File: config.mk
export PLATFORM = sky130hd
export DESIGN_NAME = spi_flash_master
export DESIGN_NICKNAME = d
export VERILOG_FILES = /design/src/spi_flash_pkg.sv /design/src/spi_cfg_regs.sv /design/src/spi_config_decoder.sv /design/src/spi_frame_engine.sv /design/src/spi_flash_master.sv
export SDC_FILE = /design/constraint.sdc
export NUM_CORES = 1
export LEC_CHECK = 0
export ABC_AREA = 1
export ABC_CLOCK_PERIOD_IN_PS = 11900
export BUFFER_PORTS_ARGS = -buffer_cell sky130_fd_sc_hd__clkbuf_2
export CORE_MARGIN = 4
export CORE_UTILIZATION = 45
export DETAILED_ROUTE_END_ITERATION = 8
export GPL_TIMING_DRIVEN = 0
export SLEW_MARGIN = 20
export SYNTH_ARGS = -nofsm -noshare
export SYNTH_HDL_FRONTEND = slang
export SYNTH_SLANG_ARGS = --single-unit
File: constraint.sdc
create_clock -name rst -period 11.9 [get_ports rst]
set_input_delay 1.785 -clock rst [delete_from_list [all_inputs] [get_ports rst]]
set_output_delay 1.785 -clock rst [all_outputs]
set_load 0.02 [all_outputs]
File: src/spi_flash_pkg.sv
package spi_flash_pkg;

    typedef logic [1:0] lane_code_t;

    localparam lane_code_t LANE_SINGLE = 2'b00;
    localparam lane_code_t LANE_DUAL   = 2'b01;
    localparam lane_code_t LANE_QUAD   = 2'b10;

    typedef enum logic [2:0] {
        CMD_ONLY      = 3'b000,
        CMD_ANSWER    = 3'b001,
        CMD_ADDR_READ = 3'b010,  // cmd + addr + dummy + answer
        CMD_DATA      = 3'b011,
        CMD_ADDR_DATA = 3'b100,
        CMD_ADDR      = 3'b101,
        CMD_XIP       = 3'b110,  // addr + dummy + answer
        CMD_RESET     = 3'b111
    } cmd_type_t;

    typedef struct packed {
        lane_code_t commd;
        lane_code_t addr;
        lane_code_t datatx;
        lane_code_t rx;
        lane_code_t alt;         // stored but unused
    } frame_struct_t;

    typedef union packed {
        logic [31:0]     word;
        logic [3:0][7:0] bytes;
    } spi_data_u;

    typedef struct packed {
        logic [7:0]    command;
        logic [31:0]   address;
        spi_data_u     datain;
        logic [1:0]    spimode;  // 01 all dual, 10 all quad
        logic [6:0]    nmisobits;
        logic [6:0]    ndatatxbits;
        logic [4:0]    dummy_cycles;
        frame_struct_t frame;
        logic          addr4_on;
        cmd_type_t     cmd_type;
    } spi_cfg_t;

    typedef struct packed {
        lane_code_t lane;
        logic [9:0] bit_end;     // cumulative tx bits at phase end
    } tx_mark_t;

    typedef struct packed {
        logic [71:0]     str2send;
        tx_mark_t [2:0]  marks;
        logic [7:0]      counterstop;
        lane_code_t      rx_lane;
        logic [6:0]      misoctrstop;
        logic [4:0]      dummy_cycles;
        logic [8:0]      sclk_edges;
    } spi_plan_t;

    function automatic logic [2:0] lanes_of(input lane_code_t lane);
        case (lane)
            LANE_DUAL: return 3'd2;
            LANE_QUAD: return 3'd4;
            default:   return 3'd1;
        endcase
    endfunction

    function automatic logic [7:0] cycles_for(input logic [7:0] nbits, input lane_code_t lane);
        logic [8:0] padded;
        padded = {1'b0, nbits} + {6'd0, lanes_of(lane)} - 9'd1;  // round up
        case (lane)
            LANE_DUAL: return padded[8:1];
            LANE_QUAD: return {1'b0, padded[8:2]};
            default:   return nbits;
        endcase
    endfunction

endpackage

File: src/spi_cfg_regs.sv
`timescale 1ns/10ps

module spi_cfg_regs import spi_flash_pkg::*; (
    input  logic        rst,
    input  logic        clk,
    input  logic        wr_en,
    input  logic [2:0]  wr_addr,
    input  logic [31:0] wr_data,
    input  logic        busy,
    output spi_cfg_t    cfg,
    output logic        start,
    output logic        cmd_dropped
);

    localparam logic [2:0] ADDR_CTRL    = 3'd0;
    localparam logic [2:0] ADDR_ADDRESS = 3'd1;
    localparam logic [2:0] ADDR_DATA    = 3'd2;
    localparam logic [2:0] ADDR_FRAME   = 3'd3;
    localparam logic [2:0] ADDR_START   = 3'd4;

    logic start_wr;
    logic launch_hold;  // start sent but engine not busy yet
    logic blocked;

    assign start_wr = wr_en && (wr_addr == ADDR_START);
    assign blocked  = busy || start || launch_hold;

    always_ff @(posedge rst or posedge clk) begin
        if (clk) begin
            cfg <= '0;
        end else if (wr_en) begin
            case (wr_addr)
                ADDR_CTRL: begin
                    cfg.command  <= wr_data[7:0];
                    cfg.cmd_type <= cmd_type_t'(wr_data[10:8]);
                    cfg.spimode  <= wr_data[13:12];
                    cfg.addr4_on <= wr_data[16];
                end
                ADDR_ADDRESS: cfg.address <= wr_data;
                ADDR_DATA:    cfg.datain.word <= wr_data;
                ADDR_FRAME: begin
                    cfg.nmisobits    <= wr_data[6:0];
                    cfg.ndatatxbits  <= wr_data[14:8];
                    cfg.dummy_cycles <= wr_data[20:16];
                    cfg.frame        <= frame_struct_t'(wr_data[31:22]);
                end
                default: ;
            endcase
        end
    end

    always_ff @(posedge rst or posedge clk) begin
        if (clk) begin
            start       <= 1'b0;
            cmd_dropped <= 1'b0;
            launch_hold <= 1'b0;
        end else begin
            start       <= start_wr && !blocked;
            cmd_dropped <= start_wr && blocked;
            if (start) begin
                launch_hold <= 1'b1;
            end else if (busy) begin
                launch_hold <= 1'b0;   // engine has taken the frame
            end
        end
    end

    a_no_start_busy: assert property (@(posedge rst) disable iff (clk) start |-> !busy)
        else $error("start issued while engine busy");

endmodule

File: src/spi_config_decoder.sv
`timescale 1ns/10ps

module spi_config_decoder import spi_flash_pkg::*; (
    input  logic      rst,
    input  logic      clk,
    input  spi_cfg_t  cfg,
    input  logic      start,
    output spi_plan_t plan,
    output logic      plan_valid
);

    // spimode overrides the frame field and field code 11 means single
    function automatic lane_code_t resolve(input logic [1:0] spimode, input lane_code_t field);
        case (spimode)
            2'b01:   return LANE_DUAL;
            2'b10:   return LANE_QUAD;
            default: return (field == LANE_DUAL || field == LANE_QUAD) ? field : LANE_SINGLE;
        endcase
    endfunction

    lane_code_t  cmd_lane;
    lane_code_t  addr_lane;
    lane_code_t  data_lane;
    lane_code_t  rx_lane;
    logic [7:0]  addr_bits;
    logic [8:0]  c_cmd;
    logic [8:0]  c_addr;
    logic [8:0]  c_data;
    logic [8:0]  c_rx;
    logic [8:0]  c_dummy;
    logic [8:0]  total_cyc;
    logic [9:0]  end_addr;
    logic [31:0] data_rev;
    logic [71:0] str_full;
    tx_mark_t    m_cmd;
    tx_mark_t    m_addr;
    tx_mark_t    m_cmd_data;
    tx_mark_t    m_addr_data;
    tx_mark_t    m_xip;
    tx_mark_t    m_rst;
    spi_plan_t   plan_d;

    assign cmd_lane  = resolve(cfg.spimode, cfg.frame.commd);
    assign addr_lane = resolve(cfg.spimode, cfg.frame.addr);
    assign data_lane = resolve(cfg.spimode, cfg.frame.datatx);
    assign rx_lane   = resolve(cfg.spimode, cfg.frame.rx);

    assign addr_bits = cfg.addr4_on ? 8'd32 : 8'd24;

    assign c_cmd   = {1'b0, cycles_for(8'd8, cmd_lane)};
    assign c_addr  = {1'b0, cycles_for(addr_bits, addr_lane)};
    assign c_data  = {1'b0, cycles_for({1'b0, cfg.ndatatxbits}, data_lane)};
    assign c_rx    = {1'b0, cycles_for({1'b0, cfg.nmisobits}, rx_lane)};
    assign c_dummy = {4'd0, cfg.dummy_cycles};

    // byte 0 goes out first
    assign data_rev = {cfg.datain.bytes[0], cfg.datain.bytes[1],
                       cfg.datain.bytes[2], cfg.datain.bytes[3]};

    assign str_full = cfg.addr4_on ? {cfg.command, cfg.address, data_rev}
                                   : {cfg.command, cfg.address[23:0], data_rev, 8'h00};

    assign end_addr    = 10'd8 + {2'b00, addr_bits};
    assign m_cmd       = {cmd_lane, 10'd8};
    assign m_addr      = {addr_lane, end_addr};
    assign m_cmd_data  = {data_lane, 10'd8 + {3'b000, cfg.ndatatxbits}};
    assign m_addr_data = {data_lane, end_addr + {3'b000, cfg.ndatatxbits}};
    assign m_xip       = {addr_lane, {2'b00, addr_bits}};
    assign m_rst       = {data_lane, {3'b000, cfg.ndatatxbits}};

    always_comb begin
        plan_d          = '0;
        plan_d.str2send = str_full;
        plan_d.rx_lane  = rx_lane;
        total_cyc       = c_cmd;
        case (cfg.cmd_type)
            CMD_ONLY: begin
                plan_d.counterstop = 8'd8;
                plan_d.marks       = {m_cmd, m_cmd, m_cmd};
            end
            CMD_ANSWER: begin
                plan_d.counterstop = 8'd8;
                plan_d.misoctrstop = cfg.nmisobits;
                plan_d.marks       = {m_cmd, m_cmd, m_cmd};
                total_cyc          = c_cmd + c_rx;
            end
            CMD_ADDR_READ: begin
                plan_d.counterstop  = 8'd8 + addr_bits;
                plan_d.misoctrstop  = cfg.nmisobits;
                plan_d.dummy_cycles = cfg.dummy_cycles;
                plan_d.marks        = {m_addr, m_addr, m_cmd};
                total_cyc           = c_cmd + c_addr + c_dummy + c_rx;
            end
            CMD_DATA: begin
                plan_d.str2send    = {cfg.command, data_rev, 32'h0};
                plan_d.counterstop = 8'd8 + {1'b0, cfg.ndatatxbits};
                plan_d.marks       = {m_cmd_data, m_cmd_data, m_cmd};
                total_cyc          = c_cmd + c_data;
            end
            CMD_ADDR_DATA: begin
                plan_d.counterstop = 8'd8 + addr_bits + {1'b0, cfg.ndatatxbits};
                plan_d.marks       = {m_addr_data, m_addr, m_cmd};
                total_cyc          = c_cmd + c_addr + c_data;
            end
            CMD_ADDR: begin
                plan_d.counterstop = 8'd8 + addr_bits;
                plan_d.marks       = {m_addr, m_addr, m_cmd};
                total_cyc          = c_cmd + c_addr;
            end
            CMD_XIP: begin
                plan_d.str2send     = cfg.addr4_on ? {cfg.address, 40'h0}
                                                   : {cfg.address[23:0], 48'h0};
                plan_d.counterstop  = addr_bits;
                plan_d.misoctrstop  = cfg.nmisobits;
                plan_d.dummy_cycles = cfg.dummy_cycles;
                plan_d.marks        = {m_xip, m_xip, m_xip};
                total_cyc           = c_addr + c_dummy + c_rx;
            end
            default: begin  // reset sequence
                plan_d.str2send    = {data_rev, 40'h0};
                plan_d.counterstop = {1'b0, cfg.ndatatxbits};
                plan_d.marks       = {m_rst, m_rst, m_rst};
                total_cyc          = c_data;
            end
        endcase
        plan_d.sclk_edges = {total_cyc[7:0], 1'b0};
    end

    always_ff @(posedge rst or posedge clk) begin
        if (clk) begin
            plan_valid <= 1'b0;
        end else begin
            plan_valid <= start;
        end
    end

    always_ff @(posedge rst) begin
        if (start) begin
            plan <= plan_d;
        end
    end

    a_edges_even: assert property (@(posedge rst) disable iff (clk)
        plan_valid |-> (plan.sclk_edges != 9'd0) && !plan.sclk_edges[0])
        else $error("frame plan with bad sclk edge count");

endmodule

File: src/spi_frame_engine.sv
`timescale 1ns/10ps

module spi_frame_engine import spi_flash_pkg::*; #(
    parameter int CLK_DIV = 2
) (
    input  logic        rst,
    input  logic        clk,
    input  spi_plan_t   plan,
    input  logic        plan_valid,
    input  logic [3:0]  io_in,
    output logic        sclk,
    output logic        cs_n,
    output logic [3:0]  io_out,
    output logic [3:0]  io_oe,
    output logic        busy,
    output logic        done,
    output logic [63:0] rx_data
);

    localparam int DIV_W = (CLK_DIV > 1) ? $clog2(CLK_DIV) : 1;

    typedef enum logic [1:0] {S_IDLE, S_SHIFT, S_FINISH} state_t;

    state_t           state;
    logic [DIV_W-1:0] div_cnt;
    logic             half_tick;
    logic [8:0]       edge_cnt;
    logic [7:0]       tx_cnt;
    logic [6:0]       rx_cnt;
    logic [4:0]       dummy_left;
    logic [71:0]      tx_sr;
    lane_code_t       cur_lane;
    logic [2:0]       tx_step;
    logic [2:0]       rx_lanes;
    logic [2:0]       rx_step;
    logic [6:0]       rx_left;
    logic [3:0]       lane_mask;
    logic [3:0]       tx_bits;
    logic [3:0]       rx_grp;
    logic             tx_active;
    logic             tx_shift;
    logic             dummy_tick;
    logic             rx_sample;

    assign half_tick = (div_cnt == DIV_W'(CLK_DIV - 1));

    // current phase is the first mark not yet reached
    always_comb begin
        if ({2'b00, tx_cnt} < plan.marks[0].bit_end) begin
            cur_lane = plan.marks[0].lane;
        end else if ({2'b00, tx_cnt} < plan.marks[1].bit_end) begin
            cur_lane = plan.marks[1].lane;
        end else begin
            cur_lane = plan.marks[2].lane;
        end
    end

    always_comb begin
        case (cur_lane)
            LANE_QUAD: begin
                lane_mask = 4'b1111;
                tx_bits   = tx_sr[71:68];
            end
            LANE_DUAL: begin
                lane_mask = 4'b0011;
                tx_bits   = {2'b00, tx_sr[71:70]};
            end
            default: begin
                lane_mask = 4'b0001;     // mosi on io0
                tx_bits   = {3'b000, tx_sr[71]};
            end
        endcase
    end

    always_comb begin
        case (plan.rx_lane)
            LANE_QUAD: rx_grp = io_in;
            LANE_DUAL: rx_grp = {io_in[1:0], 2'b00};
            default:   rx_grp = {io_in[1], 3'b000};  // miso on io1
        endcase
    end

    assign tx_step   = lanes_of(cur_lane);
    assign tx_active = (tx_cnt < plan.counterstop);
    assign io_oe     = (state == S_SHIFT && tx_active) ? lane_mask : 4'b0000;
    assign io_out    = tx_bits & io_oe;

    assign rx_lanes = lanes_of(plan.rx_lane);
    assign rx_left  = plan.misoctrstop - rx_cnt;
    assign rx_step  = (rx_left < {4'd0, rx_lanes}) ? rx_left[2:0] : rx_lanes;  // trim last

    assign tx_shift   = (state == S_SHIFT) && half_tick && sclk && tx_active;
    assign dummy_tick = (state == S_SHIFT) && half_tick && !sclk && !tx_active
                        && (dummy_left != 5'd0);
    assign rx_sample  = (state == S_SHIFT) && half_tick && !sclk && !tx_active
                        && (dummy_left == 5'd0) && (rx_cnt < plan.misoctrstop);

    always_ff @(posedge rst or posedge clk) begin
        if (clk) begin
            state      <= S_IDLE;
            div_cnt    <= '0;
            edge_cnt   <= 9'd0;
            tx_cnt     <= 8'd0;
            rx_cnt     <= 7'd0;
            dummy_left <= 5'd0;
            sclk       <= 1'b0;
            cs_n       <= 1'b1;
            busy       <= 1'b0;
            done       <= 1'b0;
        end else begin
            done <= 1'b0;
            if (state == S_IDLE) begin
                div_cnt <= '0;
            end else begin
                div_cnt <= half_tick ? '0 : div_cnt + 1'b1;
            end
            if (tx_shift) begin
                tx_cnt <= tx_cnt + {5'd0, tx_step};
            end
            if (dummy_tick) begin
                dummy_left <= dummy_left - 5'd1;
            end
            if (rx_sample) begin
                rx_cnt <= rx_cnt + {4'd0, rx_step};
            end
            case (state)
                S_IDLE: begin
                    if (plan_valid) begin
                        state      <= S_SHIFT;
                        busy       <= 1'b1;
                        cs_n       <= 1'b0;
                        edge_cnt   <= 9'd0;
                        tx_cnt     <= 8'd0;
                        rx_cnt     <= 7'd0;
                        dummy_left <= plan.dummy_cycles;
                    end
                end
                S_SHIFT: begin
                    if (half_tick) begin
                        sclk     <= ~sclk;
                        edge_cnt <= edge_cnt + 9'd1;
                        if (edge_cnt == plan.sclk_edges - 9'd1) begin
                            state <= S_FINISH;
                        end
                    end
                end
                default: begin  // hold cs_n for one half period
                    if (half_tick) begin
                        state <= S_IDLE;
                        cs_n  <= 1'b1;
                        busy  <= 1'b0;
                        done  <= 1'b1;
                    end
                end
            endcase
        end
    end

    always_ff @(posedge rst) begin
        if (state == S_IDLE && plan_valid) begin
            tx_sr   <= plan.str2send;
            rx_data <= '0;
        end else begin
            if (tx_shift) begin
                tx_sr <= tx_sr << tx_step;
            end
            if (rx_sample) begin
                case (rx_step)
                    3'd1:    rx_data <= {rx_data[62:0], rx_grp[3]};
                    3'd2:    rx_data <= {rx_data[61:0], rx_grp[3:2]};
                    3'd3:    rx_data <= {rx_data[60:0], rx_grp[3:1]};
                    default: rx_data <= {rx_data[59:0], rx_grp};
                endcase
            end
        end
    end

    a_sclk_in_frame: assert property (@(posedge rst) disable iff (clk) sclk |-> !cs_n)
        else $error("sclk high outside chip select");

endmodule

File: src/spi_flash_master.sv
`timescale 1ns/10ps

module spi_flash_master import spi_flash_pkg::*; #(
    parameter int CLK_DIV = 2
) (
    input  logic        rst,
    input  logic        clk,
    input  logic        wr_en,
    input  logic [2:0]  wr_addr,
    input  logic [31:0] wr_data,
    input  logic [3:0]  io_in,
    output logic        sclk,
    output logic        cs_n,
    output logic [3:0]  io_out,
    output logic [3:0]  io_oe,
    output logic        busy,
    output logic        done,
    output logic [63:0] rx_data,
    output logic        cmd_dropped
);

    spi_cfg_t  cfg;
    spi_plan_t plan;
    logic      start;
    logic      plan_valid;

    spi_cfg_regs i_regs (
        .rst         (rst),
        .clk         (clk),
        .wr_en       (wr_en),
        .wr_addr     (wr_addr),
        .wr_data     (wr_data),
        .busy        (busy),
        .cfg         (cfg),
        .start       (start),
        .cmd_dropped (cmd_dropped)
    );

    spi_config_decoder i_decoder (
        .rst        (rst),
        .clk        (clk),
        .cfg        (cfg),
        .start      (start),
        .plan       (plan),
        .plan_valid (plan_valid)
    );

    spi_frame_engine #(
        .CLK_DIV (CLK_DIV)
    ) i_engine (
        .rst        (rst),
        .clk        (clk),
        .plan       (plan),
        .plan_valid (plan_valid),
        .io_in      (io_in),
        .sclk       (sclk),
        .cs_n       (cs_n),
        .io_out     (io_out),
        .io_oe      (io_oe),
        .busy       (busy),
        .done       (done),
        .rx_data    (rx_data)
    );

endmodule

Yosys cells after proc, flatten, opt, wreduce, memory -nomap -nowiden

Index checks and enable logic that the tools add are counted.

Word-level logic and storage cells: 226
Output and inout bits: 77
Register bits: 409

Multiplexer cells: 63
Bitwise operators: 3
Magnitude comparators: 5
Equality and inequality tests: 40
Reduce and logical (&&, ||, !) cells: 45
Add/sub/neg operators: 29
Shift operators: 1

Operator list:

| cell                                                               | count |
|---|---|
| 44-bit one-hot mux with 5 select lines                             | 1 |
| 72-bit two-way mux                                                 | 3 |
| 72-bit one-hot mux with 3 select lines                             | 1 |
| 64-bit one-hot mux with 3 select lines                             | 1 |
| 72-bit by 3-bit left shift with 72-bit output                      | 1 |
| 64-bit two-way mux                                                 | 1 |
| 8-bit one-hot mux with 2 select lines                              | 4 |
| 8-bit one-hot mux with 7 select lines                              | 1 |
| 8-bit adder                                                        | 6 |
| 9-bit by 1-bit subtractor with 9-bit output, second input constant | 5 |
| 3-bit one-hot mux with 2 select lines                              | 6 |
| 2-bit by 1-bit == test with 1-bit output, second input constant    | 12 |
| 8-bit two-way mux                                                  | 3 |
| 4-bit one-hot mux with 2 select lines                              | 3 |
| 2-bit == test, second input constant                               | 11 |
| 7-bit two-way mux                                                  | 3 |
| 8-bit by 10-bit < comparator with 1-bit output                     | 2 |
| 2-bit two-way mux                                                  | 10 |
| 2-bit one-hot mux with 2 select lines                              | 5 |
| 3-bit by 2-bit == test with 1-bit output, second input constant    | 6 |
| 9-bit two-way mux                                                  | 2 |
| 9-bit one-hot mux with 2 select lines                              | 1 |
| 4-bit by 7-bit adder with 8-bit output, first input constant       | 2 |
| 7-bit by 3-bit adder with 8-bit output                             | 2 |
| 43 further kinds                                                   | 94 |

Logic depth before layout (Yosys ltp)

Gate-level depths: netlist (run 1).

Word-level depth: 13
Depth in mapped cells: 37

Modules after synthesis

Synthesis (run 1) repeated with hierarchy kept, for this count alone.

Cells, all modules: 3446
Area total of the unflattened synthesis: 26245.2 sq um

By module, submodules not included:

| module             | seq. area each (sq um) | area an instance (sq um) | cells an instance | times used |
|---|---|---|---|---|
| spi_frame_engine   | 4345.4                 | 12902.4                  | 1871              | 1 |
| spi_config_decoder | 3718.6                 | 9032.4                   | 1091              | 1 |
| spi_cfg_regs       | 2752.6                 | 4310.4                   | 484               | 1 |

Least setup slack after synthesis (run 1)

Ideal clock, no wire load.

Path type: flip-flop to flip-flop
Start: register i_regs.cfg[33] (netlist name)
End: register i_decoder.plan[8] (netlist name)
Library setup time: 260 ps
Buffers on the path: 1
Arrival: 5609 ps
Cell stages (with the launch flop): 36
Setup slack: 6032 ps
Data required time: 11640 ps
Cells stage by stage: dfrtp_1 -> inv_1 -> ha_1 -> clkbuf_1 -> inv_1 -> nand2_1 -> inv_1 -> a31oi_1 -> inv_1 -> ha_1 -> ha_1 -> fa_1 -> inv_1 -> ha_1 -> or2_2 -> nand2_1 -> nand2_1 -> nand2_1 -> inv_1 -> a22oi_1 -> inv_1 -> fa_1 -> inv_1 -> ha_1 -> fa_1 -> a21oi_1 -> nor2_1 -> nor2_1 -> nor2_1 -> nor2_1 -> nor2_1 -> nor2_1 -> a21oi_1 -> o21a_1 -> nor2_1 -> nand3_1

==> results of run 1 <==
## cell families (layout without fill, tap and decap cells)
kind of cell / Yosys count / in the layout / share of synthesized area [%]
flops: 404 / 404 / 43.44
mux: 5 / 5 / 0.2019
fa+ha+maj: 118 / 118 / 6.562
other cells: 1 / 2 / 0.01513
xor+xnor: 46 / 46 / 1.625
compound gates: 611 / 611 / 14.80
simple gates: 1566 / 1566 / 25.53
buf+inv: 506 / 716 / 7.834
## worst max-delay path, delay by kind of cell (launching register included)
kind	cells	cell delay [ns]
simple gates	13	1.34
flops	1	0.40
compound gates	5	1.12
buf+inv	9	1.13
fa+ha+maj	8	2.85
## cell usage after synthesis, drive strengths merged, types with 4 or more instances
cell,instances,area (um2)
xnor2,12,105.1
o21a,4,30.03
or2,10,62.56
a31oi,10,62.56
nand4,25,156.4
inv,340,1276
o21ai,339,1723
o2111ai,17,148.9
nand3,202,1016
nor3,13,70.07
edfxtp,195,5856
clkbuf,120,450.4
a22oi,21,157.7
nand3b,8,60.06
a21oi,85,429.2
o211ai,13,102.6
nor2,275,1060
o21bai,4,30.03
a211oi,22,165.2
ha,98,1226
xor2,34,297.8
o22ai,7,43.79
dfxtp,64,1281
mux2i,5,50.05
fa,20,400.4
nand2,1027,3865
o221ai,78,683.2
dfrtp,144,3603
buf,44,207.7
## flip-flops by register name, summed over array words and instances, names as in the netlist, 2 cells and up
signal and count:
i_decoder.plan 123, i_regs.cfg 105, i_engine.tx_sr 72, i_engine.rx_data 64
i_engine.edge_cnt 9, i_engine.tx_cnt 8, i_engine.rx_cnt 7, i_engine.dummy_left 5
i_engine.state 2
## metrics by stage
step	instance area, um2	cells	power (W)	setup WS [ns]
floorplan	24790	3258	0.003271	6.032
global placement	26250	4072	0.003847	4.383
detailed placement	26380	4076	0.003893	4.809
CTS	28060	4164	0.005452	4.752
global route	28060	4164	0.005833	4.258
finish	28060	4164	0.005446	4.776
## area by class of cell
| class | count | share of cell area (%) |
|---|---|---|
| plain buffers | 164 | 2.345 |
| repair buffers | 122 | 2.497 |
| flip-flops and latches | 404 | 38.38 |
| multi-input cells | 2348 | 43.08 |
| well taps | 696 | 3.103 |
| clock inverters | 21 | 0.8248 |
| clock buffers | 67 | 5.167 |
| inverters | 342 | 4.601 |
## power by group through the flow
stage	Clock, W	Combinational (W)	Sequential, W
finish	0.00154	0.00207	0.00183
detailed placement	0	0.00204	0.00185
CTS	0.00157	0.00205	0.00183
global placement	0	0.00198	0.00186
floorplan	0	0.00145	0.00182
global route	0.00163	0.00235	0.00185
## path summary, 6_finish.rpt
kind | end | slack [ns] | cells after the start
max | i_decoder.plan[8] | 4.78 | 35
min | i_engine.dummy_left[4] | 0.42 | 2
max reg2reg | i_decoder.plan[8] | 4.78 | 35
min reg2reg | i_engine.dummy_left[4] | 0.42 | 2
max in group asynchronous | i_regs.start | 9.79 | 3
min in group asynchronous | i_regs.cfg[73] | 1.20 | 2
## routing by layer
layer | vias to the layer above | routed length [um] | global-route usage (%)
met5 | - | 0 | 0
met4 | 0 | 3210 | 9.557
met3 | 171 | 5792 | 4.646
met2 | 899 | 33990 | 40.47
met1 | 10781 | 35800 | 37.01
li1 | 11190 | - | -
==> impl_results.md, run 1 <==
- Outcome: finished clean
- Worst-path clk slew: 0.06 ns
- Tmin final: 7.124 ns
- Largest net degree at the start of global routing: 96
- Cells after synthesis: 3257
- Worst path max stage delay: 0.53 ns
- Crit end category: register
- Crit Path Class: reg -> reg
- Hold_sp: i_decoder.plan[13]
- Routed WL: 78790 um
- Clock root buffer: clkbuf_16
- DR vias: 23041
- Pwr dens: just under 200 nW/um2
- Vias in the first global route: 21951
- FMAX: 140.4 MHz
- Drt drc: 0
- RSZ-0062 raised after global routing: no
- Hold WC Path Type: reg -> reg
- Die height: 242.7 um
- Post-synth top flop: edfxtp_1
- Synth cell types: 56
- Tcrit/Tclk final: 59.86%
- 1st-pass router iterations: 6
- Sink Count: between 400 and 500
- Most common cell after layout, fill and taps aside: nand2_1
- Filler cells: 5167
- H-tree levels: 2
- Critical Path AT: 7.43 ns
- Logic pwr share: 38.0%
- Min Hold Slack: between 0.4 and 0.5 ns
- Switching Share: 39.10%
- P_sw: about 0.0021 W
- CP max stage cell: fa_1
- Starting Density: a little under half
- CTS Hold Bufs: 0
- Gr usage total: 26.16%
- P_int: around 0.0033 W
- Max IR drop VDD: 110.7 uV
- Slew Limit Fails: 0
- Setup bufs post-CTS: 0
- Area grow syn2layout: 13.22%
- ANT cells: 0
- Post-layout util: between 50% and 60%
- Clk pwr share: 28.3%
- Synthesized cell area: 24790 um2
- Ys Warns: 0
- Lkg Pwr: 12.53 nW
- Commonest cells after routing, fill and taps aside: nand2_1 (1024), o21ai_0 (335), inv_1 (334), nor2_1 (270), nand3_1 (201)
- Layout cells sized above 1: 7.814%
- Setup total negative slack: 0 ns
- Setup crit start: i_regs.cfg[33]
- Area occupied by multi-input gates: 12090 um2
- Worst R2R Start: i_regs.cfg[33]
- # IOs: 119
- Clock Skews: 0.02827 ns
- MaxCap Viol Count: 0
- Grt ovf: 0
- Register bit total from synthesis: 404
- Die W: between 200 and 250 um
- Sequential cell area: roughly 11000 um2
- TritonCTS Buffers: 47
- Final ANT Viol Nets: 0
- First-pass GRT wire length: 124000 um
- CTS tree: done
- CP most frequent cell: inv_1
- Reg power frac: 33.6%
- Seq/Total Area, Yosys: 43.44%
- DR WL/cell: approximately 19 um
- Post-CTS sizing: 0
- Post-synth EDFFs: 195
- Endpoints failing setup: 0
- Die ar.: roughly 60000 um2
- NumNets Final: 3589
- 1st-iter DRT viols: 2204
- Std cell rows: 85
- Slew of the pin with the lowest slew margin: 0.9030 ns
- Asr flop ratio synth: 35.89%
- Max_slew headroom: 39.58%
- Detail Placement HPWL: 60590 um
- CTS Buffer Depth: 3
- GP Congestion: 0.9756
- Routed vias/inst: 5.533
- Fin. Hold Viols: 0
- CP startpoint kind: register
- Clock Latency Late Sink: slightly below 0.6 ns
- WP data required: ~12 ns
- Synthesized area per cell: 7.611 um2
- Initial antenna violation count: 0
- Placeable Area: 54130 um2
- Number of port buffers: between 100 and 150
- Worst-path fanout max: 9
Power figures use the tool's default switching activity.
==> inputs of run 2 (changes only) <==
Settings changed: ABC_CLOCK_PERIOD_IN_PS 11900 to 6300.
Clock period 11.9 ns to 6.3 ns, I/O delays scaled along.
==> run 2 against run 1 <==
  * Sequential share of layout area fell by 0.22 points
  * Power rose by 92%
  * Final area rose by 0.59%
  * Worst hold slack got worse by 0.065 ns
  * Count of clock-buffer cells in the layout did not move
  * Die area did not move
  * Register-to-register slack got worse by 4.4 ns
  * Combinational power rose by 97%
  * Sequential power rose by 89%
  * Non-clock buffer count rose by 6
  * First-iteration DRC count fell by 0.18%
  * Critical path type unchanged
  * Largest power group unchanged
  * Highest routed layer unchanged
==> impl_results.md, run 2 (synthesis results as in run 1) <==
- Tmin final: 5.926 ns (was 7.124 ns)
- H-tree levels: 2 (unchanged)
- CP startpoint kind: register (unchanged)
- Regs by FF count: i_decoder.plan x123, i_regs.cfg x105, i_engine.tx_sr x72 (unchanged)
- Worst path max stage delay: 0.53 ns (about the same)
- Top delay family on crit path: adder cells (unchanged)
- Logic pwr share: 39.0% (was 38.0%)
- CTS tree: done (unchanged)
- Commonest cells after routing, fill and taps aside: nand2_1 (1024), o21ai_0 (335), inv_1 (332), nor2_1 (269), nand3_1 (201) (was nand2_1 (1024), o21ai_0 (335), inv_1 (334), nor2_1 (270), nand3_1 (201))
- CP max stage cell: fa_2 (was fa_1)
- Lkg Pwr: 12.56 nW (was 12.53 nW)
- Max IR drop VDD: 249.0 uV (was 110.7 uV)
- Filler cells: 5157 (was 5167)
- Critical Path AT: 6.24 ns (was 7.43 ns)
- Min Hold Slack: 0.3591 ns (was 0.4243 ns)
- Switching Share: 39.14% (was 39.10%)
- Pwr dens: 370.5 nW/um2 (was 194.1 nW/um2)
- WP data required: 6.61 ns (was 12.21 ns)
- Vias in the first global route: 21973 (was 21951)
- Placeable Area: 54130 um2 (unchanged)
- Slew of the pin with the lowest slew margin: 0.9182 ns (was 0.9030 ns)
- Worst R2R Path Depth: 34 (was 35)
- Max_slew headroom: 38.56% (was 39.58%)
- Final ANT Viol Nets: 0 (unchanged)
- Drt drc: 0 (unchanged)
- Outcome: finished clean (unchanged)
- P_sw: 0.004093 W (was 0.002130 W)
- Worst R2R Start: i_regs.cfg[33] (unchanged)
- NumNets Final: 3595 (was 3589)
- First-pass GRT wire length: 124100 um (was 124000 um)
- Clock Latency Late Sink: 0.59 ns (about the same)
- Detail Placement HPWL: 60590 um (unchanged)
- Die height: 242.7 um (unchanged)
- FMAX: 168.7 MHz (was 140.4 MHz)
- MaxCap Viol Count: 0 (unchanged)
- Number of flip-flops in the largest register: 123 (unchanged)
- Clk pwr share: 27.9% (was 28.3%)
- Most common cell after layout, fill and taps aside: nand2_1 (unchanged)
- Crit end category: register (unchanged)
- Clock root buffer: clkbuf_16 (unchanged)
- Fin. Hold Viols: 0 (unchanged)
- Largest net degree at the start of global routing: 96 (unchanged)
- Final Instance Count excl. Fillers: 4170 (was 4164)
- CTS Hold Bufs: 0 (unchanged)
- Layout cells sized above 1: 8.578% (was 7.814%)
- Worst-path fanout max: 7 (was 9)
- 1st-pass router iterations: 5 (was 6)
- # placed instances: 4076 (unchanged)
- Crit Path Class: reg -> reg (unchanged)
- Initial antenna violation count: 0 (unchanged)
- Hold WC Path Type: in -> async (was reg -> reg)
- Critical path buffers and inverters: 8 (was 9)
- Area grow syn2layout: 13.88% (was 13.22%)
- DR vias: 23168 (was 23041)
- GP Congestion: 0.9756 (unchanged)
- Endpoints failing setup: 0 (unchanged)
- Die W: 242.7 um (unchanged)
- RSZ-0062 raised after global routing: no (unchanged)
- Setup crit start: i_regs.cfg[33] (unchanged)
- Number of port buffers: 118 (unchanged)
- Starting Density: 45.79% (unchanged)
- CTS Buffer Depth: 3 (unchanged)
- Gr usage total: 26.17% (was 26.16%)
- Worst-path clk slew: 0.06 ns (about the same)
- TritonCTS Buffers: 47 (unchanged)
- Grt ovf: 0 (unchanged)
- Post-layout util: 52.15% (was 51.84%)
- Reg power frac: 33.1% (was 33.6%)
- Largest Register: i_decoder.plan (unchanged)
- R2r setup slk: 0.37 ns (was 4.78 ns)
- Std cell rows: 85 (unchanged)
- Slew Limit Fails: 0 (unchanged)
- Tcrit/Tclk final: 94.07% (was 59.86%)
- Sink Count: 404 (unchanged)
- Routed WL: 78890 um (was 78790 um)
- Reg2reg end: i_decoder.plan[8] (unchanged)
- Routed vias/inst: 5.556 (was 5.533)
- 1st-iter DRT viols: 2200 (was 2204)
- Die ar.: 58900 um2 (unchanged)
- ANT cells: 0 (unchanged)
- # IOs: 119 (unchanged)
- DR WL/cell: 18.92 um (about the same)
- Clock Skews: 0.02939 ns (was 0.02827 ns)
- P_int: 0.006365 W (was 0.003317 W)
run 2: cell count changes in the layout (fill, tap and decap cells not counted), sizes merged:
cell    change
buf         +7
clkbuf      -1
run 2: power groups by stage:
stage	clock network, W	logic (W)	registers (W)
final	0.00292	0.00408	0.00346
after global placement	0	0.00375	0.00352
after CTS	0.00297	0.00390	0.00345
after detailed placement	0	0.00385	0.00350
after global routing	0.00309	0.00459	0.00350
after floorplan	0	0.00274	0.00344
run 2: area by class of cell:
class                   count  area [um2]  share of cell area, %
multi-input cells        2348       12200                  43.23
clock inverters            21       231.5                 0.8200
clock buffers              67        1450                  5.137
repair buffers            129       753.2                  2.668
plain buffers             163       654.4                  2.318
flip-flops and latches    404       10770                  38.15
inverters                 342        1294                  4.583
well taps                 696       870.8                  3.085
run 2: metrics by stage:
step           setup TNS [ns]  power [W]  instance area, um2  worst slack (ns)
6_report                    0    0.01046               28230            0.3739
5_1_grt                     0    0.01118               28230           0.01412
4_1_cts                     0    0.01032               28110           0.02642
3_5_place_dp           -2.400   0.007354               26380           -0.7912
3_3_place_gp           -49.52   0.007267               26250           -0.6625
2_1_floorplan               0   0.006178               24790            0.4316
run 2: how the worst max path moves through the flow:
stage / end / slack (ns) / cells past startpoint
2_1_floorplan: i_decoder.plan[8] / 0.43 / 35
3_3_place_gp: i_decoder.plan[8] / -0.66 / 35
3_5_place_dp: i_decoder.plan[8] / -0.79 / 35
4_1_cts: i_decoder.plan[8] / 0.03 / 34
5_1_grt: i_decoder.plan[7] / 0.01 / 34
6_report: i_decoder.plan[8] / 0.37 / 34
run 2: timing repair:
action                                 in CTS  in global routing
setup endpoints to repair                   6                  4
resized for setup                           8                 16
endpoints found under the hold margin       0                  0
buffers inserted                            1                  6
pin swaps                                   1                  6
run 2: layer usage:
| layer | global-route usage, % | share of wire, % | vias to the layer above |
|---|---|---|---|
| met5 | 0 | 0 | - |
| met4 | 9.557 | 4.1 | 0 |
| met3 | 4.657 | 7.7 | 165 |
| met2 | 40.52 | 43 | 940 |
| met1 | 36.99 | 45 | 10863 |
| li1 | - | - | 11200 |
run 2: worst register-to-register path, delay by kind of cell, from the launching register on:
kind | cells | cell delay (ns)
flops | 1 | 0.37
simple gates | 13 | 1.28
buf+inv | 8 | 0.59
compound gates | 5 | 0.79
fa+ha+maj | 8 | 2.61
==> inputs of run 3 (changes only) <==
Settings changed: CORE_ASPECT_RATIO set to 0.75.
==> run 3 against run 2 <==
  * Final area shrank 0.99%
  * Fmax shrank 0.18%
  * Routed wire length grew 4.0%
  * Global-route usage grew 1.0 points
  * Core utilization shrank 0.81 points
  * Combinational power grew 1%
  * Worst setup slack lost 0.011 ns
  * Worst hold slack lost 0.0066 ns
==> impl_results.md, run 3 (synthesis results as in run 1) <==
- Routed WL: 82010 um (was 78890 um)
- First-pass GRT wire length: 126100 um (was 124100 um)
- Slew of the pin with the lowest slew margin: 0.9798 ns (was 0.9182 ns)
- Max_slew headroom: 34.44% (was 38.56%)
- Pwr dens: 364.4 nW/um2 (was 370.5 nW/um2)
- Tmin final: 5.937 ns (was 5.926 ns)
- DR WL/cell: 19.59 um (was 18.92 um)
- Fin. Hold Viols: 0 (unchanged)
- 1st-iter DRT viols: 3193 (was 2200)
- Gr usage total: 27.20% (was 26.17%)
- Clk pwr share: 25.5% (was 27.9%)
- Outcome: finished clean (unchanged)
- Die height: 211.3 um (was 242.7 um)
- Top delay family on crit path: adder cells (unchanged)
- Reg power frac: 34.0% (was 33.1%)
- Area grow syn2layout: 12.76% (was 13.88%)
- Tcrit/Tclk final: 94.23% (was 94.07%)
- Die W: 279.0 um (was 242.7 um)
- ANT cells: 0 (unchanged)
- CP startpoint kind: register (unchanged)
- Max IR drop VDD: 521.9 uV (was 249.0 uV)
- Crit end category: register (unchanged)
- Filler cells: 5341 (was 5157)
- Stages on the worst setup path: 34 (unchanged)
- Lkg Pwr: 12.40 nW (was 12.56 nW)
- Worst path max stage delay: 0.51 ns (was 0.53 ns)
- Hold WC Path Type: in -> async (unchanged)
- Number of port buffers: 118 (unchanged)
- WP data required: 6.62 ns (was 6.61 ns)
- Logic pwr share: 40.5% (was 39.0%)
- Worst R2R Path Depth: 34 (unchanged)
- Critical path buffers and inverters: 8 (unchanged)
- Endpoints failing setup: 0 (unchanged)
- Regs by FF count: i_decoder.plan x123, i_regs.cfg x105, i_engine.tx_sr x72 (unchanged)
- Starting Density: 45.53% (was 45.79%)
- Largest net degree at the start of global routing: 105 (was 96)
- Post-DP Area: 26400 um2 (was 26380 um2)
- Switching Share: 40.51% (was 39.14%)
- Detail Placement HPWL: 62960 um (was 60590 um)
- Grt ovf: 0 (unchanged)
- MaxCap Viol Count: 0 (unchanged)
- Clock root buffer: clkbuf_16 (unchanged)
- TritonCTS Buffers: 44 (was 47)
- Initial antenna violation count: 1 (was 0)
- Design Area, Final: 27950 um2 (was 28230 um2)
- Clock Latency Late Sink: 0.58 ns (was 0.59 ns)
- Commonest cells after routing, fill and taps aside: nand2_1 (1024), o21ai_0 (335), inv_1 (332), nor2_1 (269), nand3_1 (201) (unchanged)
- Clock Skews: 0.01514 ns (was 0.02939 ns)
- Worst-path fanout max: 9 (was 7)
- CP max stage cell: fa_1 (was fa_2)
- P_sw: 0.004126 W (was 0.004093 W)
- Sequential cell area: 10770 um2 (unchanged)
- # placed instances: 4102 (was 4076)
- Worst-path clk slew: 0.06 ns (about the same)
- Crit Path Class: reg -> reg (unchanged)
- CTS tree: done (unchanged)
- Critical Path AT: 6.26 ns (was 6.24 ns)
- DR vias: 23493 (was 23168)
- NumNets Final: 3589 (was 3595)
- 1st-pass router iterations: 6 (was 5)
- Area occupied by multi-input gates: 12190 um2 (was 12200 um2)
- Std cell rows: 74 (was 85)
- Slew Limit Fails: 0 (unchanged)
- Largest Register: i_decoder.plan (unchanged)
- P_int: 0.006060 W (was 0.006365 W)
- Post-layout util: 51.34% (was 52.15%)
- Final ANT Viol Nets: 0 (unchanged)
- Die ar.: 58940 um2 (was 58900 um2)
- Drt drc: 0 (unchanged)
- Placeable Area: 54440 um2 (was 54130 um2)
- H-tree levels: 2 (unchanged)
- Routed vias/inst: 5.612 (was 5.556)
- Number of flip-flops in the largest register: 123 (unchanged)
- Sink Count: 404 (unchanged)
- CTS Buffer Depth: 3 (unchanged)
- Vias in the first global route: 21529 (was 21973)
- # IOs: 119 (unchanged)
- GP Congestion: 0.9644 (was 0.9756)
- Design Power: 0.01019 W (was 0.01046 W)
- FMAX: 168.4 MHz (was 168.7 MHz)
- Final Instance Count excl. Fillers: 4186 (was 4170)
- Most common cell after layout, fill and taps aside: nand2_1 (unchanged)
- Layout cells sized above 1: 7.852% (was 8.578%)
run 3: final timing paths:
| check | slack (ns) | from | endpoint |
|---|---|---|---|
| setup / recovery | 0.36 | i_regs.cfg[33] | i_decoder.plan[8] |
| hold / removal | 0.35 | clk | i_regs.cfg[29] |
| setup reg to reg | 0.36 | i_regs.cfg[33] | i_decoder.plan[8] |
| hold reg to reg | 0.44 | i_regs.launch_hold | i_regs.start |
| max in group asynchronous | 5.10 | clk | i_regs.cfg[103] |
| min in group rst | 0.44 | i_regs.launch_hold | i_regs.start |
run 3: per-layer routing:
| metal | global-route usage (%) | wire (um) | vias up | part of all wire (%) |
|---|---|---|---|---|
| met5 | 0 | 12 | - | 0.015 |
| met4 | 6.953 | 1899 | 2 | 2.3 |
| met3 | 4.696 | 8063 | 121 | 9.8 |
| met2 | 37.22 | 32340 | 1112 | 39 |
| met1 | 43.93 | 39690 | 11079 | 48 |
| li1 | - | - | 11179 | - |
run 3: repair_timing:
action	CTS	global route
hold buffers	0	0
pin swaps	1	5
gates resized for setup	8	12
setup buffers	1	3
endpoints found under the setup margin	6	4
endpoints found under the hold margin	0	0
run 3: metrics by stage:
step | hold slack, ns | setup TNS (ns) | worst slack (ns)
2_1_floorplan | 0.4092 | 0 | 0.4316
3_3_place_gp | 0.4179 | -43.42 | -0.5048
3_5_place_dp | 0.4364 | -2.217 | -0.6892
4_1_cts | 0.3366 | 0 | 0.04460
5_1_grt | 0.3794 | -0.02798 | -0.02798
6_report | 0.3525 | 0 | 0.3633
run 3: layout make-up:
cell class                 count  share of cell area, %
tap                          722                  3.232
multi-input combinational   2348                  43.63
clock inverter                18                 0.5551
clock buffer                  63                  4.526
inverter                     342                  4.620
timing repair buffer         126                  2.561
sequential                   404                  38.54
buffer                       163                  2.341
run 3: power groups by stage:
stage	clock, W	sequential (W)	combinational (W)
4_1_cts	0.00265	0.00345	0.00395
3_3_place_gp	0	0.00352	0.00378
6_report	0.00259	0.00347	0.00413
2_1_floorplan	0	0.00344	0.00274
3_5_place_dp	0	0.00350	0.00389
5_1_grt	0.00276	0.00350	0.00463
